$ cat src/logic/minn_consts.svh
// ------------------------------------------------
// Build constants of the preamble detector. Keep DEPTH = NFFT + CP_LEN
// and QUARTER = NFFT / 4, NFFT must be a multiple of 4
// ------------------------------------------------
`ifndef MINN_CONSTS_SVH
`define MINN_CONSTS_SVH

// Width of one I or Q component
`define MINN_IN_W 12

// Preamble geometry
`define MINN_NFFT 32
`define MINN_QUARTER (`MINN_NFFT / 4)
`define MINN_CP_LEN 8

// Buffer holds the detection latency plus the cyclic prefix margin
`define MINN_DEPTH (`MINN_NFFT + `MINN_CP_LEN)
`define MINN_TIMING_OFFSET (-`MINN_CP_LEN)

// Threshold ratio is THRESH / 2^THRESH_FRAC
`define MINN_THRESH 4096
`define MINN_THRESH_FRAC 15

// Consecutive low metrics before the gate closes
`define MINN_HYST 2

// Outstanding detections waiting for their sample
`define MINN_DETQ_DEPTH 4

`endif
$ cat src/logic/minn_pkg.sv
// ------------------------------------------------
// Shared types. Window widths allow full growth over one quarter
// ------------------------------------------------
`default_nettype none
`include "minn_consts.svh"

package minn_pkg;

    typedef logic signed [`MINN_IN_W-1:0] iq_comp_t;

    // Lag product and power take 2*W+1 bits, a quarter window adds the rest
    typedef logic signed [2*`MINN_IN_W+$clog2(`MINN_QUARTER+1):0] corr_win_t;
    typedef logic [2*`MINN_IN_W+$clog2(`MINN_QUARTER+1):0] energy_win_t;

    // Four correlation windows and six energy windows combined
    typedef logic signed [$bits(corr_win_t)+1:0] corr_total_t;
    typedef logic [$bits(energy_win_t)+2:0] energy_total_t;

    typedef logic [$clog2(`MINN_DEPTH)-1:0] buf_addr_t;
    typedef logic [$bits(buf_addr_t)+1:0] det_timer_t;

    // i sits in the low bits
    typedef struct packed {
        iq_comp_t q;
        iq_comp_t i;
    } iq_sample_t;

    typedef struct packed {
        iq_sample_t ch1;
        iq_sample_t ch0;
    } dual_sample_t;

    typedef struct packed {
        corr_win_t   corr_recent;
        corr_win_t   corr_previous;
        energy_win_t energy_recent;
        energy_win_t energy_previous;
        energy_win_t energy_previous2;
    } antenna_taps_t;

    typedef enum logic {
        GATE_IDLE,
        GATE_OPEN
    } gate_state_t;

endpackage

`default_nettype wire

$ cat src/logic/minn_antenna_path.sv
// ------------------------------------------------
// Taps are registered one cycle after the accept. Windows read zero
// until filled, taps_valid rises after 4 quarters of samples
// ------------------------------------------------
`timescale 1ns/1ps
`default_nettype none
`include "minn_consts.svh"

module minn_antenna_path #(
    parameter int IN_W = `MINN_IN_W
) (
    input  logic                    clk,
    input  logic                    rst,
    input  logic                    sample_accept,
    input  minn_pkg::iq_sample_t    sample,
    output minn_pkg::antenna_taps_t taps,
    output logic                    taps_valid
);
    import minn_pkg::*;

    localparam int Q      = `MINN_QUARTER;
    localparam int PROD_W = 2 * IN_W + 1;

    logic signed [IN_W-1:0]   cur_i;
    logic signed [IN_W-1:0]   cur_q;
    logic signed [IN_W-1:0]   hist_i [Q];
    logic signed [IN_W-1:0]   hist_q [Q];
    logic signed [PROD_W-1:0] lag_line [3*Q];
    logic signed [PROD_W-1:0] pwr_line [3*Q];
    logic signed [PROD_W-1:0] lag_new;
    logic signed [PROD_W-1:0] pwr_new;
    logic [$clog2(4*Q)-1:0]   fill_cnt;

    assign cur_i = IN_W'(sample.i);
    assign cur_q = IN_W'(sample.q);

    // Real part of x(n) * conj(x(n-Q)), and |x(n)|^2
    assign lag_new = cur_i * hist_i[Q-1] + cur_q * hist_q[Q-1];
    assign pwr_new = cur_i * cur_i + cur_q * cur_q;

    always_ff @(posedge clk) begin
        if (rst) begin
            for (int k = 0; k < Q; k++) begin
                hist_i[k] <= '0;
                hist_q[k] <= '0;
            end
            for (int k = 0; k < 3*Q; k++) begin
                lag_line[k] <= '0;
                pwr_line[k] <= '0;
            end
            taps       <= '0;
            fill_cnt   <= '0;
            taps_valid <= 1'b0;
        end else if (sample_accept) begin
            hist_i[0]   <= cur_i;
            hist_q[0]   <= cur_q;
            lag_line[0] <= lag_new;
            pwr_line[0] <= pwr_new;
            for (int k = 1; k < Q; k++) begin
                hist_i[k] <= hist_i[k-1];
                hist_q[k] <= hist_q[k-1];
            end
            for (int k = 1; k < 3*Q; k++) begin
                lag_line[k] <= lag_line[k-1];
                pwr_line[k] <= pwr_line[k-1];
            end

            // Each window adds its newest term and drops the one a quarter older
            taps.corr_recent <= taps.corr_recent + corr_win_t'(lag_new)
                - corr_win_t'(lag_line[Q-1]);
            taps.corr_previous <= taps.corr_previous + corr_win_t'(lag_line[2*Q-1])
                - corr_win_t'(lag_line[3*Q-1]);
            taps.energy_recent <= taps.energy_recent + energy_win_t'(pwr_new)
                - energy_win_t'(pwr_line[Q-1]);
            taps.energy_previous <= taps.energy_previous + energy_win_t'(pwr_line[Q-1])
                - energy_win_t'(pwr_line[2*Q-1]);
            taps.energy_previous2 <= taps.energy_previous2 + energy_win_t'(pwr_line[2*Q-1])
                - energy_win_t'(pwr_line[3*Q-1]);

            if (!taps_valid) begin
                fill_cnt <= fill_cnt + 1'b1;
                if (fill_cnt == ($bits(fill_cnt))'(4*Q-1)) begin
                    taps_valid <= 1'b1;
                end
            end
        end
    end

    // Running power sum must match the power delay line
    assert property (@(posedge clk) disable iff (rst)
        !taps.energy_recent[$bits(energy_win_t)-1])
        else $error("energy_recent went negative");

endmodule

`default_nettype wire

$ cat config.mk
export PLATFORM = sky130hd
export DESIGN_NAME = minn_antenna_path
export DESIGN_NICKNAME = d
export VERILOG_FILES = /design/src/logic/minn_pkg.sv /design/src/logic/minn_antenna_path.sv
export VERILOG_INCLUDE_DIRS = /design/src /design/src/logic
export SDC_FILE = /design/constraint.sdc
export NUM_CORES = 2
export LEC_CHECK = 0
export BUFFER_PORTS_ARGS = -buffer_cell sky130_fd_sc_hd__buf_2
export CAP_MARGIN = 20
export CORE_MARGIN = 2
export CORE_UTILIZATION = 35
export CTS_CLUSTER_SIZE = 12
export DETAILED_ROUTE_END_ITERATION = 6
export SYNTH_ARGS = -nofsm -noshare
export SYNTH_HDL_FRONTEND = slang
export SYNTH_SLANG_ARGS = --single-unit
$ cat constraint.sdc
create_clock -name clk -period 43.7 [get_ports clk]
set_input_delay 2.185 -clock clk [delete_from_list [all_inputs] [get_ports clk]]
set_output_delay 2.185 -clock clk [all_outputs]
set_load 0.01 [all_outputs]
Yosys cells after proc, flatten, opt, wreduce, memory -nomap -nowiden:

Memory sizes are Yosys's and may differ from the RTL's.
Cells that the tools add are included.
Widths: inputs -> output; s select.

* register bits: 151
* memory bits (writable): 1392
* bits of input ports: 27
* output and inout bits: 146
* logic and storage cells: 166
* memories: 4

Memories
* lag_line: words 24, width 25, rd ports 24, clocked after memory_dff 0, write ports 24, line minn_antenna_path.sv:28 `logic signed [PROD_W-1:0] lag_line [3*Q];`
* pwr_line: words 24, width 25, rd ports 24, clocked after memory_dff 0, write ports 24, line minn_antenna_path.sv:29 `logic signed [PROD_W-1:0] pwr_line [3*Q];`
* hist_i: words 8, width 12, rd ports 8, clocked after memory_dff 0, write ports 8, line minn_antenna_path.sv:26 `logic signed [IN_W-1:0] hist_i [Q];`
* hist_q: words 8, width 12, rd ports 8, clocked after memory_dff 0, write ports 8, line minn_antenna_path.sv:27 `logic signed [IN_W-1:0] hist_q [Q];`

* add/subtract/negate cells: 13
* $mul: 4
* equal/unequal tests: 1
* multiplexer cells: 71
* bitwise gates (word level): 65
* reduce and logical (&&, ||, !) cells: 1

Operators with widths (count)
* $mux 25: 48
* $mux 12: 16
* $mul 12x12->24: 4
* $add 29x29->29: 3
* $sub 29x29->29: 3
* $or 1x1->1: 64
* $add 29x25->29: 2
* $sub 29x25->29: 2
* $add 24x24->25: 2
* $mux 1: 7
* $add 5x1->5 const B: 1
* $eq 5x5->1 const B: 1
* $reduce_and 2->1: 1
* $not 1->1: 1

Longest topological paths before layout:

* word-level depth: 4
* depth in mapped cells: 41
* depth with buffers taken out: 40

Worst setup path before layout:

Ideal clock, no wire load.

* path kind: input port to flip-flop
* start point: input sample_accept
* end point: register taps[84] in the netlist's numbering
* library setup time: 1754 ps
* arrival time: 42816 ps
* required time: 41946 ps
* slack: -870 ps
* stages: 5
* buffers on the path: 2
* cells stage by stage: clkbuf_1 -> nor2_1 -> inv_1 -> clkbuf_1 -> o32ai_1

RTL lines
* from (decl): line minn_antenna_path.sv:14 `input logic sample_accept,`
* to (decl): line minn_antenna_path.sv:16 `output minn_pkg::antenna_taps_t taps,`

Worst setup path after layout:

* start point: input sample[23] in the netlist's numbering
* end point: register taps[144] in the netlist's numbering

* cells in the longest elaborated chain, start to end: 4

RTL lines
* from (decl): line minn_antenna_path.sv:15 `input minn_pkg::iq_sample_t sample,`
* $mul 12x12->24: line minn_antenna_path.sv:38 `assign lag_new = cur_i * hist_i[Q-1] + cur_q * hist_q[Q-1];`
* $add 24x24->25: line minn_antenna_path.sv:38
* $add 29x25->29: line minn_antenna_path.sv:69 `taps.corr_recent <= taps.corr_recent + corr_win_t'(lag_new)`
* $sub 29x25->29: line minn_antenna_path.sv:70 `- corr_win_t'(lag_line[Q-1]);`

No other way between the ends.
A chain may end at the register's enable or synchronous reset.

==> flow_summary.ini <==
[run_status]
outcome = completed

[finish]
final_core_util = 0.392
layout-area-overhead-vs-synth_pct = 11.2
postLayoutCellArea_sq_um = 97800
number_of_nets_at_the_end_of_the_flow = 8377
layout-drive-gt1-share = 0.0631

[synthesis]
postSynthRegisterBits = 1543
synth_top_flop_cell = sky130_fd_sc_hd__edfxtp_1
ys_top_cells_by_area = sky130_fd_sc_hd__edfxtp_1 (48%), sky130_fd_sc_hd__fa_1 (17%), sky130_fd_sc_hd__and2_1 (7.8%), sky130_fd_sc_hd__inv_1 (5.2%), sky130_fd_sc_hd__ha_1 (4.6%)
syn-instance-count = 7159
synth_enable_flop_cells = 1392
count_of_synthesis_stage_warnings_from_yosys = 0
synth.avg_cell_area_sq_um = 12.3
yosysTopAreaCell = sky130_fd_sc_hd__edfxtp_1
mappedNetlistArea_sq_um = 87900
async_s_r_ff_share_synth = 0
count_of_cell_types_in_the_netlist = 74
postSynthNetCount = 8264
synth_sequential_area_ratio = 0.510
share_of_the_synthesized_area_in_the_top_cell_type = 0.475
yosys-top-cells-count = sky130_fd_sc_hd__edfxtp_1 (1392), sky130_fd_sc_hd__inv_1 (1221), sky130_fd_sc_hd__and2_1 (1101)
synth_most_common_cell = sky130_fd_sc_hd__edfxtp_1

[clock_tree]
clk_path_buf_depth = 3
post_cts.repair.setup_buffers = 0
clock_latency_ps = 820
h_tree_level_count = 4
ctsResizeCount = 0
tritoncts_num_sinks = 1543
root_buffer = sky130_fd_sc_hd__clkbuf_16
total_clock_buffers_created_by_cts = 167
worst_setup_hold_path_clk_slew_ps = 60
cts.hold.buffers_added = 0
cts_tree = done

[global_route]
first_pass_grt_wire_length_mm = 282
grt_max_degree = 306
global_route.overflow_total = 0
initial_antenna_violation_count = 10
track_usage = 0.140
vias_in_the_first_global_route = 50400

[timing]
fmax_mhz = 90.3
final.setup_skew_ps = 72.2
period_needed_ps = 11070
timing.final.setup_violations = 0
finalMaxSlewViolations = 0
totalNegativeSetupSlack_ps = 0
unrepaired_setup_endpoints_after_global_routing = no
maxSlewHeadroom = 0.277
hold_viol = 0
max_slew.worst_pin.slew_ps = 1090
min_period_over_period = 0.253

[worst_setup_path]
worst_path_largest_cell_delay_ps = 930
crit_top_cell = sky130_fd_sc_hd__fa_1
worstRegToRegCells = 32
maximum_fanout_encountered_on_the_critical_timing_path = 36
arrival_ps = 11810
critical_path.n_buffers_inverters = 6
ff2ff_setup_slack_ps = 33930
worstSetupPathType = input port to flop
worst_setup_path_start_kind = input port
worstPathRequired_ps = 44440
timing.rr.end = taps[144]
crit_path_end_kind = flop
cpMaxStageDelayCell = sky130_fd_sc_hd__fa_1
cpLargestDelayFamily = adder cells
rr_startpoint = hist_q[1][37]

[drt]
detail-route-antenna-nets = 0
drt_wl_total_mm = 177
detailroute.via_count = 48600
drt-initial-drc-count = 3412
post_drt_wl_per_cell_um = 16.4
viasPerCell = 4.52
drt_first_pass_iters = 5
route.detailed.drc = 0

[floorplan]
coreArea_sq_um = 249000
die_boundary_height_um = 505
io_pins = 173
die_footprint_sq_um = 255000
die_x_um = 505
start_util = 0.353
floorplan.rows = 183

[placed_design]
io_buffer_count = 172
dpl_cell_area_sq_um = 92300
gp_routability_congestion = 0.819
post-dp-hpwl_mm = 124

[run]
max_cap_violations = 0

[hold_path]
hold_path_startpoint = hist_q[0][3]
timing.hold.worst_path_depth = 1
hold_class = flop to flop
hold_path_end = hist_q[0][15]
[logic make-up (layout without fill, tap and decap cells)]
kind of cell / Yosys count / after routing / share of synthesized area
simple gates: 2262 / 2262 / 0.143
flops: 1543 / 1543 / 0.510
buf+inv: 1492 / 1736 / 0.0637
fa+ha+maj: 1078 / 1078 / 0.218
compound gates: 518 / 518 / 0.0385
xor+xnor: 200 / 200 / 0.0199
mux: 66 / 66 / 0.00754
other cells: 0 / 5 / 0
[cell usage in the layout (no fill, tap or decap), types with 88 or more instances in the layout]
cell / synthesis / routed
sky130_fd_sc_hd__dfxtp_1: 151 / 151
sky130_fd_sc_hd__edfxtp_1: 1392 / 1392
sky130_fd_sc_hd__o21ai_0: 88 / 88
sky130_fd_sc_hd__a21oi_1: 137 / 137
sky130_fd_sc_hd__buf_2: 0 / 170
sky130_fd_sc_hd__a21o_1: 88 / 88
sky130_fd_sc_hd__nor2_1: 349 / 347
sky130_fd_sc_hd__and2_1: 1101 / 1101
sky130_fd_sc_hd__fa_1: 755 / 755
sky130_fd_sc_hd__nand2_1: 284 / 284
sky130_fd_sc_hd__ha_1: 323 / 323
sky130_fd_sc_hd__clkbuf_16: 0 / 168
sky130_fd_sc_hd__inv_1: 1221 / 1220
sky130_fd_sc_hd__nor2b_1: 382 / 382
sky130_fd_sc_hd__xnor2_1: 121 / 121
[sequential cells by signal (all words and copies together) (netlist names)]
signal,cells
fill_cnt,5
taps_valid,1
pwr_line,600
hist_q,96
lag_line,600
taps,145
hist_i,96
[per-stage QoR]
| step | instances | setup WS (ps) | hold WS [ps] |
|---|---|---|---|
| final | 10700 | 32630 | 471 |
| after global routing | 10700 | 32140 | 492 |
| after CTS | 10700 | 32540 | 469 |
| after detailed placement | 10400 | 31620 | 482 |
| after global placement | 10400 | 31870 | 471 |
| after floorplan | 7159 | 21630 | 467 |
[worst reg2reg max path: cells and delay by family (launching register included)]
family / cells / cell delay [ps]
AO/OA/AOI/OAI: 11 / 2280
XOR/XNOR: 2 / 630
adder cells (fa/ha/maj): 10 / 4860
buffers and inverters: 5 / 290
flip-flops: 1 / 670
AND/OR/NAND/NOR: 4 / 970
[how the worst max path moves through the flow]
stage / start / end / cells past startpoint
floorplan: sample_accept / taps[84] / 5
global placement: sample[23] / taps[86] / 32
detailed placement: sample[23] / taps[144] / 31
CTS: sample[23] / taps[144] / 31
global route: sample[23] / taps[86] / 34
finish: sample[23] / taps[144] / 33
[routing by layer]
metal,vias up,GRT usage,part of all wire
met5,-,0,0.00028
met4,8,0.0330,0.018
met3,211,0.0236,0.042
met2,814,0.224,0.47
met1,24400,0.198,0.47
li1,23100,-,-
[cell type report]
cell class / instances / area, sq um
fill: 23900 / 151000
sequential: 1543 / 44800
multi-input combinational: 4124 / 37500
inverter: 1223 / 4600
clock buffer: 228 / 4500
tap: 3330 / 4170
timing repair buffer: 213 / 1270
clock inverter: 72 / 866
antenna: 5 / 12.5
Power is left out: the tool's default activity adds up to more than one toggle a clock period on the data nets, which glitch-free logic cannot reach.
