## config.mk

```make
export PLATFORM = sky130hd
export DESIGN_NAME = minn_delay_line
export DESIGN_NICKNAME = d
export VERILOG_FILES = /design/src/logic/minn_pkg.sv /design/src/logic/minn_delay_line.sv
export VERILOG_INCLUDE_DIRS = /design/src /design/src/logic
export SDC_FILE = /design/constraint.sdc
export NUM_CORES = 2
export LEC_CHECK = 0
export BUFFER_PORTS_ARGS = -buffer_cell sky130_fd_sc_hd__buf_4
export CAP_MARGIN = 20
export CORE_ASPECT_RATIO = 0.5
export CORE_MARGIN = 1
export CORE_UTILIZATION = 55
export CTS_BUF_LIST = sky130_fd_sc_hd__clkbuf_8
export CTS_CLUSTER_DIAMETER = 60
export CTS_CLUSTER_SIZE = 24
export DETAILED_ROUTE_END_ITERATION = 8
export GPL_TIMING_DRIVEN = 0
export PLACE_DENSITY = 0.71
export SKIP_CTS_REPAIR_TIMING = 1
export SYNTH_ARGS = -nofsm -noshare
export SYNTH_HDL_FRONTEND = slang
export SYNTH_SLANG_ARGS = --single-unit
```

## constraint.sdc

```tcl
create_clock -name clk -period 18.6 [get_ports clk]
set_input_delay 2.79 -clock clk [delete_from_list [all_inputs] [get_ports clk]]
set_output_delay 2.79 -clock clk [all_outputs]
set_load 0.005 [all_outputs]
```

## src/logic/minn_consts.svh

```systemverilog
// ------------------------------------------------
// Build constants of the preamble detector. Keep DEPTH = NFFT + CP_LEN
// and QUARTER = NFFT / 4, NFFT must be a multiple of 4
// ------------------------------------------------
`ifndef MINN_CONSTS_SVH
`define MINN_CONSTS_SVH

// Width of one I or Q component
`define MINN_IN_W 12

// Preamble geometry
`define MINN_NFFT 32
`define MINN_QUARTER (`MINN_NFFT / 4)
`define MINN_CP_LEN 8

// Buffer holds the detection latency plus the cyclic prefix margin
`define MINN_DEPTH (`MINN_NFFT + `MINN_CP_LEN)
`define MINN_TIMING_OFFSET (-`MINN_CP_LEN)

// Threshold ratio is THRESH / 2^THRESH_FRAC
`define MINN_THRESH 4096
`define MINN_THRESH_FRAC 15

// Consecutive low metrics before the gate closes
`define MINN_HYST 2

// Outstanding detections waiting for their sample
`define MINN_DETQ_DEPTH 4

`endif
```

## src/logic/minn_pkg.sv

```systemverilog
// ------------------------------------------------
// Shared types. Window widths allow full growth over one quarter
// ------------------------------------------------
`default_nettype none
`include "minn_consts.svh"

package minn_pkg;

    typedef logic signed [`MINN_IN_W-1:0] iq_comp_t;

    // Lag product and power take 2*W+1 bits, a quarter window adds the rest
    typedef logic signed [2*`MINN_IN_W+$clog2(`MINN_QUARTER+1):0] corr_win_t;
    typedef logic [2*`MINN_IN_W+$clog2(`MINN_QUARTER+1):0] energy_win_t;

    // Four correlation windows and six energy windows combined
    typedef logic signed [$bits(corr_win_t)+1:0] corr_total_t;
    typedef logic [$bits(energy_win_t)+2:0] energy_total_t;

    typedef logic [$clog2(`MINN_DEPTH)-1:0] buf_addr_t;
    typedef logic [$bits(buf_addr_t)+1:0] det_timer_t;

    // i sits in the low bits
    typedef struct packed {
        iq_comp_t q;
        iq_comp_t i;
    } iq_sample_t;

    typedef struct packed {
        iq_sample_t ch1;
        iq_sample_t ch0;
    } dual_sample_t;

    typedef struct packed {
        corr_win_t   corr_recent;
        corr_win_t   corr_previous;
        energy_win_t energy_recent;
        energy_win_t energy_previous;
        energy_win_t energy_previous2;
    } antenna_taps_t;

    typedef enum logic {
        GATE_IDLE,
        GATE_OPEN
    } gate_state_t;

endpackage

`default_nettype wire

```

## src/logic/minn_delay_line.sv

```systemverilog
// ------------------------------------------------
// Output lags input by NFFT accepted samples. A full detection queue
// drops new detections
// ------------------------------------------------
`timescale 1ns/1ps
`default_nettype none
`include "minn_consts.svh"

module minn_delay_line (
    input  logic                   clk,
    input  logic                   rst,
    input  minn_pkg::dual_sample_t in_sample,
    input  logic                   in_valid,
    output logic                   in_ready,
    output minn_pkg::dual_sample_t out_sample,
    output logic                   out_valid,
    input  logic                   out_ready,
    output logic                   frame_start,
    output minn_pkg::buf_addr_t    wr_idx,
    output logic                   sample_accept,
    input  logic                   det_pulse,
    input  minn_pkg::buf_addr_t    det_idx
);
    import minn_pkg::*;

    localparam int ADDR_W = $bits(buf_addr_t);
    localparam int QD     = `MINN_DETQ_DEPTH;
    localparam int QP_W   = $clog2(QD);

    dual_sample_t    mem [`MINN_DEPTH];
    buf_addr_t       wr_ptr;
    buf_addr_t       rd_ptr;
    buf_addr_t       rd_inc;
    buf_addr_t       rd_next;
    logic [ADDR_W:0] fill_cnt;
    logic [ADDR_W:0] fill_next;
    det_timer_t      fill_gap;
    logic            load;
    logic            start_pending;

    det_timer_t      q_mem [QD];
    logic [QP_W-1:0] q_wr;
    logic [QP_W-1:0] q_rd;
    logic [QP_W:0]   q_cnt;
    det_timer_t      q_front;
    logic            push;
    logic            pop;

    // Loads needed to move from origin to target around the ring
    function automatic det_timer_t ring_dist(input buf_addr_t target, input buf_addr_t origin);
        if (target >= origin) begin
            return det_timer_t'(target) - det_timer_t'(origin);
        end
        return det_timer_t'(target) + det_timer_t'(`MINN_DEPTH) - det_timer_t'(origin);
    endfunction

    // Back-pressure comes only from the output register
    assign in_ready      = !out_valid || out_ready;
    assign sample_accept = in_valid && in_ready;
    assign wr_idx        = wr_ptr;
    assign load          = sample_accept && (fill_cnt >= (ADDR_W+1)'(`MINN_NFFT));
    assign frame_start   = out_valid && out_ready && start_pending;

    assign rd_inc    = (rd_ptr == buf_addr_t'(`MINN_DEPTH - 1)) ? '0 : rd_ptr + 1'b1;
    assign rd_next   = load ? rd_inc : rd_ptr;
    assign fill_next = (sample_accept && (fill_cnt < (ADDR_W+1)'(`MINN_DEPTH)))
        ? fill_cnt + 1'b1 : fill_cnt;
    assign fill_gap  = (fill_next >= (ADDR_W+1)'(`MINN_NFFT))
        ? '0 : det_timer_t'((ADDR_W+1)'(`MINN_NFFT) - fill_next);

    // ------------------------------------------------
    // Detection queue
    // ------------------------------------------------
    assign q_front = q_mem[q_rd];
    assign pop     = load && (q_cnt != '0) && (q_front == '0);
    assign push    = det_pulse && (q_cnt < (QP_W+1)'(QD));

    always_ff @(posedge clk) begin
        // Every waiting entry counts the loads still to come
        if (load) begin
            for (int k = 0; k < QD; k++) begin
                if (q_mem[k] != '0) begin
                    q_mem[k] <= q_mem[k] - 1'b1;
                end
            end
        end
        if (push) begin
            q_mem[q_wr] <= ring_dist(det_idx, rd_next) + fill_gap;
        end
        if (sample_accept) begin
            mem[wr_ptr] <= in_sample;
        end
        if (load) begin
            out_sample <= mem[rd_ptr];
        end
    end

    // ------------------------------------------------
    // Pointers, fill count and output valid
    // ------------------------------------------------
    always_ff @(posedge clk) begin
        if (rst) begin
            wr_ptr        <= '0;
            rd_ptr        <= '0;
            fill_cnt      <= '0;
            out_valid     <= 1'b0;
            start_pending <= 1'b0;
            q_wr          <= '0;
            q_rd          <= '0;
            q_cnt         <= '0;
        end else begin
            fill_cnt <= fill_next;
            rd_ptr   <= rd_next;
            if (sample_accept) begin
                wr_ptr <= (wr_ptr == buf_addr_t'(`MINN_DEPTH - 1)) ? '0 : wr_ptr + 1'b1;
            end
            if (load) begin
                out_valid     <= 1'b1;
                start_pending <= pop;
            end else if (out_valid && out_ready) begin
                out_valid     <= 1'b0;
                start_pending <= 1'b0;
            end
            if (push) begin
                q_wr <= (q_wr == QP_W'(QD - 1)) ? '0 : q_wr + 1'b1;
            end
            if (pop) begin
                q_rd <= (q_rd == QP_W'(QD - 1)) ? '0 : q_rd + 1'b1;
            end
            q_cnt <= q_cnt + (QP_W+1)'(push) - (QP_W+1)'(pop);
        end
    end

    // A detection from the peak gate must find room in the queue
    assert property (@(posedge clk) disable iff (rst) det_pulse |-> (q_cnt < (QP_W+1)'(QD)))
        else $error("detection queue full, detection dropped");

endmodule

`default_nettype wire

```

# Word-level counts from Yosys, hierarchy flattened
# Memories as Yosys holds them, arrays and structs flattened. A register that Yosys moved wholly into a read port is not among the register bits.
# Cells that the tools add are included.
# W data, S select, Z words.
# word_totals
romBits	0
ff_bits	28
memories	2
latchBits	0
inputBits	59
mem_bits_rw	1952
word_cells	85
out_inout_bits	58
# mem_list
memory	words	width	rd	rd_ports_with_merged_regs	write_ports	line_no	rtl
mem	40	48	1	1	1	minn_delay_line.sv:30	dual_sample_t mem [`MINN_DEPTH];
q_mem	4	8	5	1	5	minn_delay_line.sv:41	det_timer_t q_mem [QD];
# classes
n_eq_ne	4
n_reduce_logical	17
bitwise_logic	0
n_div	0
n_addsub	16
muxes	33
shift	0
multipliers	0
order_cmp	5
# op_table
cell	count
$mux W8	4
$reduce_bool A8 Y1	4
$sub A8 B1 Y8 const B	4
$mux W1	21
$mux W6	3
$ge A7 B6 Y1 const B	2
$add A6 B1 Y6 const B	2
$eq A6 B6 Y1 const B	2
$add A8 B8 Y8	1
$logic_and A1 B1 Y1	8
$logic_not A8 Y1	1
$mux W2	4
$sub A6 B7 Y8 const A	1
$sub A7 B6 Y8	1
$add A6 B6 Y7 const B	1
$add A7 B1 Y7 const B	1
$lt A7 B6 Y1 const B	1
$mux W7	1
$sub A6 B6 Y7	1
$ge A6 B6 Y1	1
$add A2 B1 Y2 const B	2
$eq A2 B2 Y1 const B	2
$add A3 B1 Y3	1
$lt A3 B3 Y1 const B	1
other kinds (5)	5

# Depth between registers and ports, before layout
# depth
ltp_word	11
ltp_mapped	21
depth_no_buf	21

# Least setup slack after synthesis
# OpenSTA, ideal clock, no wires.
# synth_path
path_type	input-to-reg
start	in out_ready
end	mem q_mem[0][7] (netlist bit), data pin
setup_time_ps	263
path_buffers	0
setup_slack_ps	10614
t_arrival_ps	7723
stages	18
required_time_ps	18337
path_cell_list	nand2b_1 nand3b_2 inv_1 nand3_1 nor4b_2 nor2_1 ha_1 a21oi_1 nand2_1 o41ai_4 o21ai_0 ha_1 o21ai_0 nor2_1 or4_1 a31oi_1 xnor2_1 o21ai_1
# synth_rtl
item	line_no	rtl
from (decl)	minn_delay_line.sv:17	input logic out_ready,
to (decl)	minn_delay_line.sv:41	

==> flow_summary.toml <==
[status]
outcome = "completed"

[sta]
period_share = 0.427
report.final.slew_viol_count = 0
maximum_clock_frequency_mhz = 126
finalHoldViolCount = 0
rsz0062_at_grt = "no"
clock-skew-final_ns = 0.0431
finalSetupViolations = 0
post-route-worst-setup-slack_ns = 10.66
tightest_slew_ns = 1.15
setup_tns_ns = 0
slew-limit-headroom = 0.233
post-route-min-period_ns = 7.94

[placement]
place_congestion = 0.812
post_dp_cell_area_um2 = 83400
placement.setup.worst_slack_ns = 9.81
placement.io_buffers = 115
hpwlAfterDp_um = 128000

[synthesis]
synthCells = 3541
yosys.area_share.simple = 0.0194
async_reset_ff_frac = 0
yosys.area_share.adder = 0.00826
ys_types = 55
mappedNetlistNets = 3648
post_synth_instance_area_um2 = 78200
synth-edff-count = 2000
postSynthAreaPerCell_um2 = 22.1
yosys_most_used_dff = "sky130_fd_sc_hd__edfxtp_1"
ys_warn_count = 0
synth_compound_gate_area_share = 0.0377
synth_top_family_by_area = "multiplexers"
post_synth_xor_area_fraction = 0.00605
synth.ff_latch_count = 2030
synth_sequential_area_ratio = 0.776
multiplexer_share_of_the_synthesized_area = 0.140

[power_and_ir_drop]
power.internal_w = 0.00567
leakagePower_nw = 25.5
combPwrFrac = 0.034
power.switching_w = 0.00148
max-vdd-ir-drop_mv = 0.0510
finalPower_w = 0.00715
seqPwrFrac = 0.709
pwr-share-clk = 0.257
power.density_nw_per_um2 = 84.1
power_switching_share = 0.207

[detailed_routing]
route.vias.total = 38300
post_detailed_route_count_of_antenna_violating_nets = 0
first_pass_iters = 6
wl_per_cell_um = 31.8
post-route-drc-count = 0
finalWirelength_um = 183000
post_drt_via_cell_ratio = 6.65
drt-initial-drc-count = 5823

[critical_path]
critical_path.endpoint_type = "flop"
critical_path.max_fanout = 33
critPathRequiredTime_ns = 19.24
critical_path.startpoint_type = "input pin"
timing.setup.critical_path_class = "in2reg"
crit_arrival_ns = 8.59

[floorplanning]
chipWidth_um = 535
boundaryPins = 117
core_area_um2 = 141000
fp-row-count = 97
floorplan.initialDensity = 0.556
dieArea_um2 = 144000
die_h_um = 269

[global_route]
globalRouteOverflowTotal = 0
vias_in_the_first_global_route = 37500
grt_first_pass_wirelength_um = 262000
globalRouteTotalUtil = 0.257
initial_antenna_violation_count = 2
grt_max_degree = 41

[cts]
cts-buffers-inserted = 97
cts_htree_levels = 3
clk_path_buf_depth = 3
worst_skew_pair_later_pin_latency_ns = 0.88
cts.reportedPaths.clkPinSlew_ns = 0.15
cts_root_buf = "sky130_fd_sc_hd__clkbuf_8"
tritoncts = "done"
tritoncts_num_sinks = 2030

[final_layout]
nets = 3954
syn_to_final_growth_pct = 8.79
fraction_of_layout_instances_using_a_drive_strength_above_1 = 0.236
finished_layout_cell_area_um2 = 85100

[job]
cap_viol_max_count = 0

[hold_path]
holdCritPathClass = "reg2reg"
kinds of logic (layout without fill, tap and decap cells):
kind of cell | Yosys count | after routing
simple gates | 312 | 312
compound gates | 369 | 369
other cells | 1 | 4
flops | 2030 | 2030
buf+inv | 234 | 563
mux | 493 | 493
xor+xnor | 54 | 54
fa+ha+maj | 48 | 48
area by class of cell:
| type | count | area, µm² |
|---|---|---|
| Sequential cell | 2030 | 60700 |
| Tap cell | 1881 | 2350 |
| Timing Repair Buffer | 207 | 2620 |
| Antenna cell | 3 | 7.51 |
| Fill cell | 9541 | 55500 |
| Inverter | 38 | 145 |
| Clock buffer | 99 | 1360 |
| Clock inverter | 23 | 220 |
| Buffer | 196 | 856 |
| Multi-Input combinational cell | 1277 | 16800 |
through the flow:
step	hold slack, ns	utilization	instances
finish	0.498	0.605	5754
floorplan	0.453	-	3541
global route	0.518	0.605	5753
global placement	0.469	0.579	5537
CTS	0.499	0.605	5744
detailed placement	0.477	0.593	5622
final timing paths:
check,startpoint,end,slack (ns),cells past startpoint
max,out_ready,q_mem[3][6],10.66,20
min,fill_cnt[6],fill_cnt[6],0.50,1
max reg2reg,rd_ptr[1],q_mem[3][6],11.89,18
min reg2reg,fill_cnt[6],fill_cnt[6],0.50,1
flip-flops by register name, indices dropped and copies added (netlist names), named ones only:
name / flops
q_rd: 2
out_valid: 1
rd_ptr: 6
fill_cnt: 7
out_sample: 48
q_cnt: 3
mem: 1920
q_mem: 32
start_pending: 1
wr_idx: 6
q_wr: 2
power groups by stage:
stage	combinational [W]	sequential [W]	clock, W
after floorplan	0.000122	0.00517	0
after global placement	0.000224	0.00518	0
after detailed placement	0.000243	0.00518	0
after CTS	0.000243	0.00507	0.00185
after global routing	0.000270	0.00508	0.00200
final	0.000246	0.00507	0.00184
critical path, stage by stage:
cell and delay, ns:
sky130_fd_sc_hd__buf_4 0.09, sky130_fd_sc_hd__nand2b_1 0.35, sky130_fd_sc_hd__nand3b_2 0.46, sky130_fd_sc_hd__inv_4 0.50, sky130_fd_sc_hd__buf_12 0.27, sky130_fd_sc_hd__nand3_1 0.13
sky130_fd_sc_hd__nor4b_2 0.61, sky130_fd_sc_hd__nor2_1 0.19, sky130_fd_sc_hd__ha_1 0.40, sky130_fd_sc_hd__a21oi_1 0.17, sky130_fd_sc_hd__nand2_1 0.12, sky130_fd_sc_hd__o41ai_4 0.54
sky130_fd_sc_hd__o21ai_0 0.22, sky130_fd_sc_hd__ha_1 0.38, sky130_fd_sc_hd__nor2b_1 0.15, sky130_fd_sc_hd__o21ai_0 0.20, sky130_fd_sc_hd__a21boi_0 0.12, sky130_fd_sc_hd__o21ai_1 0.43
sky130_fd_sc_hd__nor4b_1 0.32, sky130_fd_sc_hd__nor3_1 0.11
metal layers:
layer,wire length (µm),GRT usage
met2,83600,0.389
met3,18600,0.0413
met1,76500,0.398
met5,0,0
met4,4530,0.0633
synth_stat cells, types with 9 or more instances:
cell | count | area [µm²]
sky130_fd_sc_hd__ha_1 | 42 | 526
sky130_fd_sc_hd__nand3_1 | 17 | 85.1
sky130_fd_sc_hd__buf_2 | 45 | 225
sky130_fd_sc_hd__nor3_1 | 20 | 100
sky130_fd_sc_hd__buf_4 | 13 | 97.6
sky130_fd_sc_hd__xnor2_1 | 24 | 210
sky130_fd_sc_hd__a221oi_1 | 96 | 841
sky130_fd_sc_hd__nand2_1 | 66 | 248
sky130_fd_sc_hd__buf_1 | 19 | 71.3
sky130_fd_sc_hd__nor2b_1 | 9 | 56.3
sky130_fd_sc_hd__a22o_1 | 97 | 850
sky130_fd_sc_hd__o221ai_1 | 48 | 420
sky130_fd_sc_hd__nor2_1 | 108 | 405
sky130_fd_sc_hd__xor2_1 | 30 | 263
sky130_fd_sc_hd__a21oi_1 | 20 | 100
sky130_fd_sc_hd__mux4_2 | 480 | 10800
sky130_fd_sc_hd__o21ai_0 | 35 | 175
sky130_fd_sc_hd__nand2b_1 | 51 | 319
sky130_fd_sc_hd__clkbuf_1 | 117 | 439
sky130_fd_sc_hd__edfxtp_1 | 2000 | 60100
sky130_fd_sc_hd__o211ai_1 | 50 | 375
sky130_fd_sc_hd__dfxtp_1 | 30 | 601
sky130_fd_sc_hd__mux2i_1 | 12 | 120
sky130_fd_sc_hd__inv_1 | 38 | 143
cells in the final DEF (no fill, tap or decap), types with 35 or more instances in the layout:
cell,count
sky130_fd_sc_hd__edfxtp_1,2000
sky130_fd_sc_hd__nand2b_1,51
sky130_fd_sc_hd__a22o_1,97
sky130_fd_sc_hd__buf_2,47
sky130_fd_sc_hd__inv_1,43
sky130_fd_sc_hd__a221oi_1,96
sky130_fd_sc_hd__clkbuf_8,99
sky130_fd_sc_hd__nor2_4,40
sky130_fd_sc_hd__o211ai_1,50
sky130_fd_sc_hd__ha_1,42
sky130_fd_sc_hd__clkbuf_1,117
sky130_fd_sc_hd__nor2_1,67
sky130_fd_sc_hd__buf_12,81
sky130_fd_sc_hd__o221ai_1,48
sky130_fd_sc_hd__buf_4,128
sky130_fd_sc_hd__o21ai_0,35
sky130_fd_sc_hd__mux4_2,480
sky130_fd_sc_hd__nand2_1,66
Power figures use the tool's default switching activity.
