[config.mk]
export PLATFORM = sky130hd
export DESIGN_NAME = minn_metric
export DESIGN_NICKNAME = d
export VERILOG_FILES = /design/src/logic/minn_pkg.sv /design/src/logic/minn_metric.sv
export VERILOG_INCLUDE_DIRS = /design/src /design/src/logic
export SDC_FILE = /design/constraint.sdc
export NUM_CORES = 1
export LEC_CHECK = 0
export BUFFER_PORTS_ARGS = -buffer_cell sky130_fd_sc_hd__buf_4
export CORE_AREA = 2 2 132 134
export DETAILED_ROUTE_END_ITERATION = 8
export DIE_AREA = 0 0 134 136
export GPL_TIMING_DRIVEN = 1
export PLACE_DENSITY = 0.84
export SKIP_LAST_GASP = 1
export SLEW_MARGIN = 10
export SYNTH_ARGS = -nofsm -noshare
export SYNTH_HDL_FRONTEND = slang
export SYNTH_SLANG_ARGS = --single-unit
[constraint.sdc]
create_clock -name vclk -period 8.4
set_input_delay 1.26 -clock vclk [all_inputs]
set_output_delay 1.26 -clock vclk [all_outputs]
set_load 0.03 [all_outputs]
[src/logic/minn_consts.svh]
// ------------------------------------------------
// Build constants of the preamble detector. Keep DEPTH = NFFT + CP_LEN
// and QUARTER = NFFT / 4, NFFT must be a multiple of 4
// ------------------------------------------------
`ifndef MINN_CONSTS_SVH
`define MINN_CONSTS_SVH

// Width of one I or Q component
`define MINN_IN_W 12

// Preamble geometry
`define MINN_NFFT 32
`define MINN_QUARTER (`MINN_NFFT / 4)
`define MINN_CP_LEN 8

// Buffer holds the detection latency plus the cyclic prefix margin
`define MINN_DEPTH (`MINN_NFFT + `MINN_CP_LEN)
`define MINN_TIMING_OFFSET (-`MINN_CP_LEN)

// Threshold ratio is THRESH / 2^THRESH_FRAC
`define MINN_THRESH 4096
`define MINN_THRESH_FRAC 15

// Consecutive low metrics before the gate closes
`define MINN_HYST 2

// Outstanding detections waiting for their sample
`define MINN_DETQ_DEPTH 4

`endif
[src/logic/minn_pkg.sv]
// ------------------------------------------------
// Shared types. Window widths allow full growth over one quarter
// ------------------------------------------------
`default_nettype none
`include "minn_consts.svh"

package minn_pkg;

    typedef logic signed [`MINN_IN_W-1:0] iq_comp_t;

    // Lag product and power take 2*W+1 bits, a quarter window adds the rest
    typedef logic signed [2*`MINN_IN_W+$clog2(`MINN_QUARTER+1):0] corr_win_t;
    typedef logic [2*`MINN_IN_W+$clog2(`MINN_QUARTER+1):0] energy_win_t;

    // Four correlation windows and six energy windows combined
    typedef logic signed [$bits(corr_win_t)+1:0] corr_total_t;
    typedef logic [$bits(energy_win_t)+2:0] energy_total_t;

    typedef logic [$clog2(`MINN_DEPTH)-1:0] buf_addr_t;
    typedef logic [$bits(buf_addr_t)+1:0] det_timer_t;

    // i sits in the low bits
    typedef struct packed {
        iq_comp_t q;
        iq_comp_t i;
    } iq_sample_t;

    typedef struct packed {
        iq_sample_t ch1;
        iq_sample_t ch0;
    } dual_sample_t;

    typedef struct packed {
        corr_win_t   corr_recent;
        corr_win_t   corr_previous;
        energy_win_t energy_recent;
        energy_win_t energy_previous;
        energy_win_t energy_previous2;
    } antenna_taps_t;

    typedef enum logic {
        GATE_IDLE,
        GATE_OPEN
    } gate_state_t;

endpackage

`default_nettype wire

[src/logic/minn_metric.sv]
// ------------------------------------------------
// Combinational metric, no pipeline stage
// ------------------------------------------------
`timescale 1ns/1ps
`default_nettype none
`include "minn_consts.svh"

module minn_metric (
    input  minn_pkg::antenna_taps_t taps0,
    input  minn_pkg::antenna_taps_t taps1,
    output minn_pkg::corr_total_t   corr_pos,
    output logic                    above
);
    import minn_pkg::*;

    localparam int CORR_SC_W   = $bits(corr_total_t) + `MINN_THRESH_FRAC;
    localparam int ENERGY_SC_W = $bits(energy_total_t) + $clog2(`MINN_THRESH + 1);
    localparam int CMP_W       = (CORR_SC_W > ENERGY_SC_W) ? CORR_SC_W : ENERGY_SC_W;

    corr_total_t      corr_total;
    energy_total_t    energy_total;
    logic [CMP_W-1:0] corr_scaled;
    logic [CMP_W-1:0] energy_scaled;

    // Four correlation windows, sign extended
    assign corr_total = corr_total_t'(taps0.corr_recent)
        + corr_total_t'(taps0.corr_previous)
        + corr_total_t'(taps1.corr_recent)
        + corr_total_t'(taps1.corr_previous);

    // Six energy windows
    assign energy_total = energy_total_t'(taps0.energy_recent)
        + energy_total_t'(taps0.energy_previous)
        + energy_total_t'(taps0.energy_previous2)
        + energy_total_t'(taps1.energy_recent)
        + energy_total_t'(taps1.energy_previous)
        + energy_total_t'(taps1.energy_previous2);

    // Negative correlation cannot start a frame
    assign corr_pos = corr_total[$bits(corr_total_t)-1] ? '0 : corr_total;

    // corr / energy > THRESH / 2^FRAC, without a divider
    assign corr_scaled   = CMP_W'($unsigned(corr_pos)) << `MINN_THRESH_FRAC;
    assign energy_scaled = CMP_W'(energy_total) * CMP_W'(`MINN_THRESH);
    assign above         = corr_scaled > energy_scaled;

endmodule

`default_nettype wire

Yosys cells after proc, flatten, opt, wreduce, memory -nomap -nowiden
Index checks and enable logic that the tools add are counted.
- bits in registers: 0
- input bits: 290
- magnitude comparators: 1
- mux-type cells: 1
- add/sub/neg operators: 8
- operators by type and width (kind ; number):
    $add 32x29->32 ; 2
    $add 30x29->31 ; 2
    $add 29x29->30 ; 2
    $gt 45x44->1 ; 1
    $add 31x29->32 ; 1
    $add 31x29->31 ; 1
    $mux 30 ; 1

Depth between registers and ports, before layout
Gate-level depths: netlist of the first run.
- depth after elaboration: 6
- depth in mapped cells: 26
- mapped depth without buffers: 26

Worst setup path before layout of the first run
OpenSTA, ideal clock, no wires.
- path type: input to output
- start: in taps0[2] (netlist name)
- end: out above
- path buffers: 0
- cell stages on the path: 25
- slack: 0.673 ns
- arrival: 6.467 ns
- data required time: 7.140 ns
- cell sequence: inv_1 > fa_1 > inv_1 > fa_1 > inv_1 > fa_1 > inv_1 > ha_1 > fa_1 > a21oi_1 > o221ai_2 > a41oi_1 > o21ai_2 > nand4_1 > a2111oi_0 > o31ai_1 > nand2b_1 > xnor2_1 > ha_1 > and4_1 > nand2_1 > or2_2 > o21a_1 > o21a_1 > o32ai_2
- cells in the longest elaborated chain, start to end: 5
- RTL lines (item ; RTL line ; RTL):
    start: declaration ; minn_metric.sv:9 ; input minn_pkg::antenna_taps_t taps0,
    $add 30x29->31 ; minn_metric.sv:34 ; + energy_total_t'(taps0.energy_previous2)
    $add 31x29->32 ; minn_metric.sv:35 ; + energy_total_t'(taps1.energy_recent)
    $add 32x29->32 ; minn_metric.sv:36 ; + energy_total_t'(taps1.energy_previous)
    $add 32x29->32 ; minn_metric.sv:37 ; + energy_total_t'(taps1.energy_previous2);
    $gt 45x44->1 ; minn_metric.sv:45 ; assign above = corr_scaled > energy_scaled;
    end: declaration ; minn_metric.sv:12 ; output logic above
Every way passes these cells.

Worst setup path in the final report of the first run
Ends and elaborated chain as after synthesis.

==> flow_summary.yaml, run 1 <==
timing:
  holdWs_ns: 3.071
  fmax_ghz: 0.1236
  worst_slew_pin_slew_ns: 0.5031
  setup_violations: 0
  tns_ns: 0
  fin_crit_ns: 8.093
  finalCritPeriodShare_pct: 96.35
  hold_viol: 0
  maxSlewHeadroom_pct: 66.20
  slew_viol_final: 0
  grt_setup_unrepaired: "false"
layout:
  nNetsFinal: 1985
  layout-drive-gt1-share_pct: 24.20
  final_util_pct: 68.04
  n_sequential_cell: 0
  layout_common_cells: "465 x inv_1, 327 x buf_4, 174 x fa_1"
  nClkBuffers: 0
  final_common_cell: "inv_1"
  nFillCells: 1387
  ff_latch_area_sq_um: 0
  antennaDiodeCount: 0
  area_growth_pct: 30.75
  final_design_area_no_fill_sq_mm: 0.01148
power_and_ir_drop:
  leakagePower_nw: 7.111
  pwr_density_cell_mw_per_mm2: 305.9
  sw_frac_of_total_pct: 57.09
  seq_power_share_pct: 0
  power.switching_mw: 2.005
  clkPwrFrac_pct: 0
  p_comb_share_pct: 100.0
  ir_drop_v: 0.0002175
  p_int_mw: 1.507
drt:
  drt_iter0_drc: 156
  wire_per_inst_microns: 12.47
  vias: 7942
  route.detailed.drc: 0
  drt_wl_total_microns: 20630
  ant_nets: 0
  vias_per_cell: 4.799
  drt_pre_antenna_iters: 4
global_routing:
  antenna_found_initial: 0
  grt_util_all_layers_pct: 22.61
  grt_pass1_wl_microns: 34180
  gr-total-overflow: 0
  grt_pass1_vias: 8218
  grt_max_degree: 16
synthesis:
  synthSimpleGateAreaFrac_pct: 7.893
  ys_types: 63
  yosys_warnings: 0
  synth_top_family_by_area: "adder cells"
  avgSynthCellArea_sq_um: 7.905
  synthAdderAreaFrac_pct: 52.43
  synth-xor-area-share_pct: 4.773
  synth_nets: 1664
  syn_inst: 1111
  syn_area_sq_mm: 0.008782
  ys_seq_area_share_pct: 0
  muxShareOfSynthArea_pct: 0.2564
  synth_compound_area_share_pct: 14.16
critical_path:
  crit_arrival_ns: 6.83
  startpoint_type: "primary input"
  crit_required_ns: 7.14
  critPathMaxFanout: 4
  critPathCaptureType: "output port"
  crit_type: "in2out"
die:
  die_w_microns: 134
  io_pins: 322
  die_h_microns: 136
  start_util_pct: 52.04
  die_area_sq_mm: 0.01822
  coreArea_sq_mm: 0.01688
  rows: 48
run_status:
  status: "completed"
clocking:
  cts_hold_buf: 0
placed_design:
  hpwl_microns: 19620
  placed_area_sq_mm: 0.01145
  place_congestion: 0.8263
  io_buffer_count: 321
worst_hold_path:
  min_path_cells: 4
  holdPathEnd: "corr_pos[0]"
  hp-start: "taps1[116]"
  min_path_type: "in2out"
flow_run:
  drv_cap: 0
[synthesized netlist by cell type, types with 2 or more instances]
library cell | count | area (sq um)
nand4_1 | 5 | 31.28
and4_1 | 2 | 17.52
a41oi_1 | 2 | 17.52
nor2b_1 | 9 | 56.30
o211ai_1 | 6 | 45.04
and3_1 | 9 | 56.30
nor2_1 | 48 | 180.2
o31ai_1 | 2 | 15.01
a21o_1 | 46 | 345.3
fa_1 | 175 | 3503
a211oi_1 | 6 | 45.04
nand3b_1 | 2 | 15.01
o21bai_1 | 3 | 22.52
a221oi_1 | 3 | 26.28
or2_2 | 2 | 12.51
nand2b_1 | 7 | 43.79
o21ai_2 | 2 | 17.52
nand3_1 | 9 | 45.04
a211o_1 | 2 | 17.52
o31ai_2 | 2 | 25.02
nand2_1 | 28 | 105.1
o21ai_0 | 23 | 115.1
and2_1 | 4 | 25.02
xnor2_1 | 26 | 227.7
clkbuf_1 | 4 | 15.01
inv_1 | 465 | 1745
buf_6 | 2 | 22.52
a21oi_1 | 53 | 265.3
a31oi_1 | 6 | 37.54
nor3_1 | 12 | 60.06
or4_1 | 2 | 15.01
o21a_1 | 7 | 52.55
xor2_1 | 20 | 175.2
ha_1 | 88 | 1101
[timing repair]
item	CTS	global route
gates resized for setup	0	3
endpoints found under the setup margin	0	1
hold endpoints to repair	0	0
setup buffers	0	2
[worst max path at each step]
stage | start | to | slack [ns] | depth (start not counted)
after CTS | taps0[2] | above | 0.08 | 27
final | taps0[2] | above | 0.31 | 27
after global routing | taps0[2] | above | 0.001 | 28
after detailed placement | taps0[2] | above | 0.09 | 27
after floorplan | taps0[2] | above | 0.67 | 25
after global placement | taps0[2] | above | 0.23 | 27
[critical path, stage by stage]
cell,delay [ns]
buf_4,0.08
inv_1,0.04
fa_1,0.52
inv_1,0.05
fa_1,0.55
inv_1,0.07
fa_1,0.54
inv_1,0.05
ha_1,0.22
fa_2,0.37
a21oi_2,0.19
o221ai_2,0.17
a41oi_2,0.24
o21ai_2,0.12
nand4_1,0.14
a2111oi_0,0.13
o31ai_1,0.29
nand2b_1,0.11
xnor2_1,0.14
ha_1,0.29
and4_1,0.20
nand2_1,0.05
or2_2,0.28
o21a_1,0.17
o21a_1,0.17
o32ai_2,0.18
buf_4,0.23
[power groups by stage]
stage / Clock [mW] / Sequential, mW / Combinational [mW]
after floorplan: 0 / 0 / 2.57
after global placement: 0 / 0 / 3.41
after detailed placement: 0 / 0 / 3.52
after CTS: 0 / 0 / 3.53
after global routing: 0 / 0 / 3.97
final: 0 / 0 / 3.51
[layer usage]
metal	up-vias	track usage, %	part of all wire, %
met1	3790	23.55	35
met5	-	0	0
met3	26	3.579	6.8
met2	232	47.75	57
met4	0	3.132	1.6
li1	3894	-	-
[kinds of logic (layout without fill, tap and decap cells)]
kind of cell             Yosys count  count (layout)
AO/OA/AOI/OAI                    182             182
XOR/XNOR                          47              47
AND/OR/NAND/NOR                  143             143
other                              1               1
adder cells (fa/ha/maj)          263             263
buffers and inverters            473             792
multiplexers                       2               2
[stage by stage]
| stage | worst slack [ns] | power [mW] | std cells |
|---|---|---|---|
| 2_1_floorplan | 0.6733 | 2.569 | 1111 |
| 3_5_place_dp | 0.09347 | 3.519 | 1653 |
| 6_report | 0.3068 | 3.513 | 1655 |
| 5_1_grt | 0.0009663 | 3.971 | 1655 |
| 3_3_place_gp | 0.2328 | 3.413 | 1653 |
| 4_1_cts | 0.07971 | 3.535 | 1653 |
[final cells by class]
| type | instances | area, sq um | area share (%) |
|---|---|---|---|
| repair buffers | 327 | 2455 | 21.38 |
| inverters | 465 | 1745 | 15.20 |
| multi-input cells | 638 | 7000 | 60.97 |
| well taps | 225 | 281.5 | 2.452 |
Power figures use the tool's default switching activity.
==> inputs of run 2 (changes only) <==
--- a/config.mk
+++ b/config.mk
@@ -10,6 +10,7 @@
 export CORE_AREA = 2 2 132 134
 export DETAILED_ROUTE_END_ITERATION = 8
 export DIE_AREA = 0 0 134 136
+export GPL_ROUTABILITY_DRIVEN = 1
 export GPL_TIMING_DRIVEN = 1
 export PLACE_DENSITY = 0.84
 export SKIP_LAST_GASP = 1
==> constraint.sdc (replaced) <==
create_clock -name vclk -period 7.95
set_input_delay 1.1925 -clock vclk [all_inputs]
set_output_delay 1.1925 -clock vclk [all_outputs]
set_load 0.03 [all_outputs]
==> run 2 against run 1 <==
Net effect: utilization increased by 1.4 points; routed wire length grew 3.2%; critical path depth grew 1; cell count is 0.60% higher; power grew 14%; via count increased by 1.0%.
==> flow_summary.yaml, run 2 (synthesis gave the netlist of run 1 again) <==
placed_design:
  place_ws_ns: -0.05642
  placed_area_sq_mm: 0.01151
  placed_cells: 1659
  io_buffer_count: 321
  place_congestion: 0.8547
  hpwl_microns: 19800
layout:
  layout-drive-gt1-share_pct: 26.32
  nNetsFinal: 1995
  nClkBuffers: 0
  nFillCells: 1346
  ff_latch_area_sq_um: 0
  antennaDiodeCount: 0
  final_design_area_no_fill_sq_mm: 0.01173
  final_common_cell: "inv_1"
  final_util_pct: 69.48
  n_sequential_cell: 0
  layout_common_cells: "464 x inv_1, 336 x buf_4, 174 x fa_1"
  fin_cells: 1665
  area_growth_pct: 33.52
timing:
  finalCritPeriodShare_pct: 97.25
  tns_ns: 0
  fmax_ghz: 0.1293
  setup_violations: 0
  slew_viol_final: 0
  maxSlewHeadroom_pct: 66.25
  fin_crit_ns: 7.732
  holdWs_ns: 2.934
  worst_slew_pin_slew_ns: 0.5024
  hold_viol: 0
  fin_ws_ns: 0.2184
power_and_ir_drop:
  ir_drop_v: 0.0002298
  leakagePower_nw: 7.187
  pwr_density_cell_mw_per_mm2: 341.4
  totalPowerFinal_mw: 4.003
drt:
  route.detailed.drc: 0
  wire_per_inst_microns: 12.79
  vias_per_cell: 4.820
  vias: 8025
  ant_nets: 0
  drt_pre_antenna_iters: 5
  drt_iter0_drc: 129
  drt_wl_total_microns: 21290
die:
  die_area_sq_mm: 0.01822
  io_pins: 322
  start_util_pct: 52.04
  die_h_microns: 136
  die_w_microns: 134
  coreArea_sq_mm: 0.01688
  rows: 48
global_routing:
  gr-total-overflow: 0
  grt_pass1_vias: 8459
  antenna_found_initial: 0
  grt_pass1_wl_microns: 34930
  grt_max_degree: 26
  grt_util_all_layers_pct: 23.00
critical_path:
  critPathCaptureType: "output port"
  startpoint: "taps0[2]"
  cp-endpoint: "above"
  startpoint_type: "primary input"
  crit_arrival_ns: 6.54
  crit_type: "in2out"
  crit_required_ns: 6.76
  critPathMaxFanout: 3
clocking:
  cts_hold_buf: 0
flow_run:
  drv_cap: 0
worst_hold_path:
  min_path_type: "in2out"
run_status:
  status: "completed"
-- run 2: cell count changes in the layout (fill, tap and decap cells not counted), moves of 2 or more --
cell and change:
a221oi_1 -3, a21oi_4 +3, a211oi_2 +2, o21ai_1 +2
o21ai_0 -2, a21oi_2 +2, ha_1 -2, a211oi_1 -3
a221oi_2 +3, a21oi_1 -5, buf_4 +9, a31oi_1 -2
-- run 2: worst min-delay path by stage --
stage                     from     endpoint  slack, ns  cells past startpoint
finish              taps1[116]  corr_pos[0]       2.93                      4
global route        taps1[116]  corr_pos[0]       2.96                      4
CTS                 taps1[116]  corr_pos[0]       2.94                      4
detailed placement  taps1[116]  corr_pos[0]       2.94                      4
global placement    taps1[116]  corr_pos[0]       2.94                      4
floorplan           taps1[116]  corr_pos[0]       2.81                      2
-- run 2: power by group --
group          total [mW]  internal [mW]  switching (mW)
combinational        4.00           1.75            2.26
sequential              0              0               0
clock                   0              0               0
total                4.00           1.75            2.26
-- run 2: layout make-up --
cell class / count / area (sq um) / share of cell area (%)
timing repair buffer: 337 / 2542 / 21.68
inverter: 465 / 1745 / 14.88
tap: 225 / 281.5 / 2.401
multi-input combinational: 638 / 7157 / 61.03
-- run 2: worst max-delay path: stages --
cell,delay [ns]
buf_4,0.08
inv_1,0.04
fa_1,0.53
inv_1,0.05
fa_1,0.52
inv_2,0.04
fa_1,0.52
inv_1,0.04
ha_2,0.19
fa_2,0.39
a21oi_4,0.16
o221ai_2,0.12
a41oi_2,0.20
o21ai_2,0.09
nand4_1,0.13
buf_4,0.15
a21oi_4,0.06
nor2_2,0.16
o21ai_0,0.12
xnor2_1,0.16
ha_1,0.28
and4_1,0.21
nand2_1,0.05
or2_2,0.29
o21a_1,0.18
o21a_1,0.19
o32ai_2,0.14
buf_4,0.23
-- run 2: what timing repair did --
action                                  CTS  global route
endpoints found under the setup margin    1             1
buffers inserted                          0             6
resized for setup                         2            33
pin swaps                                 2            19
-- run 2: metal layers --
| layer | up-vias | wire, microns | track usage [%] |
|---|---|---|---|
| met5 | - | 0 | 0 |
| met4 | 0 | 339 | 3.546 |
| met3 | 30 | 1468 | 4.101 |
| met2 | 223 | 12070 | 48.09 |
| met1 | 3852 | 7417 | 23.90 |
| li1 | 3920 | - | - |
==> inputs of run 3 (changes only) <==
--- a/config.mk
+++ b/config.mk
@@ -13,6 +13,7 @@
 export GPL_ROUTABILITY_DRIVEN = 1
 export GPL_TIMING_DRIVEN = 1
 export PLACE_DENSITY = 0.84
+export SETUP_SLACK_MARGIN = 0.5
 export SKIP_LAST_GASP = 1
 export SLEW_MARGIN = 10
 export SYNTH_ARGS = -nofsm -noshare
==> run 3 against run 2 <==
Net effect: worst hold slack improved by 0.072 ns; utilization increased by 0.53 points; combinational power increased by 2%; first-iteration DRC count increased by 29%; cell count unchanged; count of clock-buffer cells in the layout unchanged; largest cell class unchanged; routed wire length decreased by 1.4%; largest power group unchanged; non-clock buffer count unchanged.
==> flow_summary.yaml, run 3 (synthesis gave the netlist of run 1 again) <==
critical_path:
  worst-path-buf-inv: 6
  worst-path-stages: 28
  crit_required_ns: 6.76
  crit_top_cell: "fa_1"
  critPathMaxFanout: 3
  critical-path-top-delay-family: "adder cells"
  crit_type: "in2out"
  startpoint_type: "primary input"
  slowest_stage: "fa_1"
  critPathCaptureType: "output port"
  crit_arrival_ns: 6.45
  critPathMaxStageDelay_ns: 0.55
worst_hold_path:
  hp-start: "taps1[116]"
  min_path_type: "in2out"
  min_path_cells: 4
  holdPathEnd: "corr_pos[0]"
layout:
  antennaDiodeCount: 0
  layout_common_cells: "460 x inv_1, 334 x buf_4, 174 x fa_1"
  layout-drive-gt1-share_pct: 26.94
  nClkBuffers: 0
  final_design_area_no_fill_sq_mm: 0.01182
  nFillCells: 1360
  area_growth_pct: 34.54
  ff_latch_area_sq_um: 0
  final_common_cell: "inv_1"
  nNetsFinal: 1995
  fin_cells: 1665
  n_sequential_cell: 0
placed_design:
  placed_area_sq_mm: 0.01152
  hpwl_microns: 19250
  placed_cells: 1656
  place_ws_ns: -0.02932
  io_buffer_count: 321
  place_congestion: 0.8494
global_routing:
  grt_util_all_layers_pct: 23.10
  grt_pass1_wl_microns: 35220
  gr-total-overflow: 0
  antenna_found_initial: 0
  grt_pass1_vias: 8506
  grt_max_degree: 24
clocking:
  cts_hold_buf: 0
die:
  rows: 48
  start_util_pct: 52.04
  die_h_microns: 136
  coreArea_sq_mm: 0.01688
  die_area_sq_mm: 0.01822
  die_w_microns: 134
  io_pins: 322
drt:
  drt_wl_total_microns: 20990
  vias: 8068
  drt_iter0_drc: 166
  drt_pre_antenna_iters: 4
  ant_nets: 0
  wire_per_inst_microns: 12.61
  route.detailed.drc: 0
  vias_per_cell: 4.846
flow_run:
  drv_cap: 0
timing:
  fin_ws_ns: 0.3028
  maxSlewHeadroom_pct: 67.47
  fin_crit_ns: 7.647
  fmax_ghz: 0.1308
  setup_violations: 0
  grt_setup_unrepaired: "true"
  slew_viol_final: 0
  worst_slew_pin_slew_ns: 0.4818
  finalCritPeriodShare_pct: 96.19
  hold_viol: 0
power_and_ir_drop:
  pwr_density_cell_mw_per_mm2: 346.1
  ir_drop_v: 0.0002542
  leakagePower_nw: 7.189
run_status:
  status: "completed"
-- run 3: cell counts in the layout (fill, tap and decap cells not counted) --
Identical to the previous run, type by type.
-- run 3: stage by stage --
stage / setup TNS (ns) / hold slack, ns / power (mW) / utilization [%]
floorplan: 0 / 2.809 / 2.739 / -
global placement: 0 / 3.008 / 3.659 / 68.29
detailed placement: -0.02932 / 3.014 / 3.765 / 68.29
CTS: 0 / 3.014 / 3.946 / 69.25
global route: 0 / 3.034 / 4.593 / 70.01
finish: 0 / 3.006 / 4.089 / 70.01
-- run 3: layout make-up --
class	instances	area, sq um	share of cell area, %
multi-input combinational	638	7238	61.26
inverter	465	1745	14.77
timing repair buffer	337	2550	21.58
tap	225	281.5	2.383
-- run 3: worst min-delay path, delay by kind of cell --
kind,cells,cell delay (ns)
fa+ha+maj,1,0.21
buf+inv,2,0.26
simple gates,1,0.15
-- run 3: worst max path at each step --
stage	slack (ns)	to	from
2_1_floorplan	0.53	above	taps0[2]
3_3_place_gp	0.11	above	taps0[2]
3_5_place_dp	-0.03	above	taps0[2]
4_1_cts	0.28	above	taps0[60]
5_1_grt	0.03	above	taps0[7]
6_report	0.30	above	taps0[2]
-- run 3: power breakdown --
group          internal (mW)  switching [mW]
Combinational           1.80            2.29
Clock                      0               0
Sequential                 0               0
-- run 3: metal layers --
layer  vias up  share of wire, %  global-route usage, %
met4         0               1.8                  3.723
met2       263                56                  47.64
met1      3844                35                  24.97
met3        36               6.5                  3.393
met5         -                 0                      0
li1       3925                 -                      -
-- run 3: timing repair --
item,4_1_cts,5_1_grt
gates cloned,0,0
setup endpoints to repair,1,1
setup buffers,7,2
pin swaps,20,19
gates resized for setup,25,21
endpoints found under the hold margin,0,0
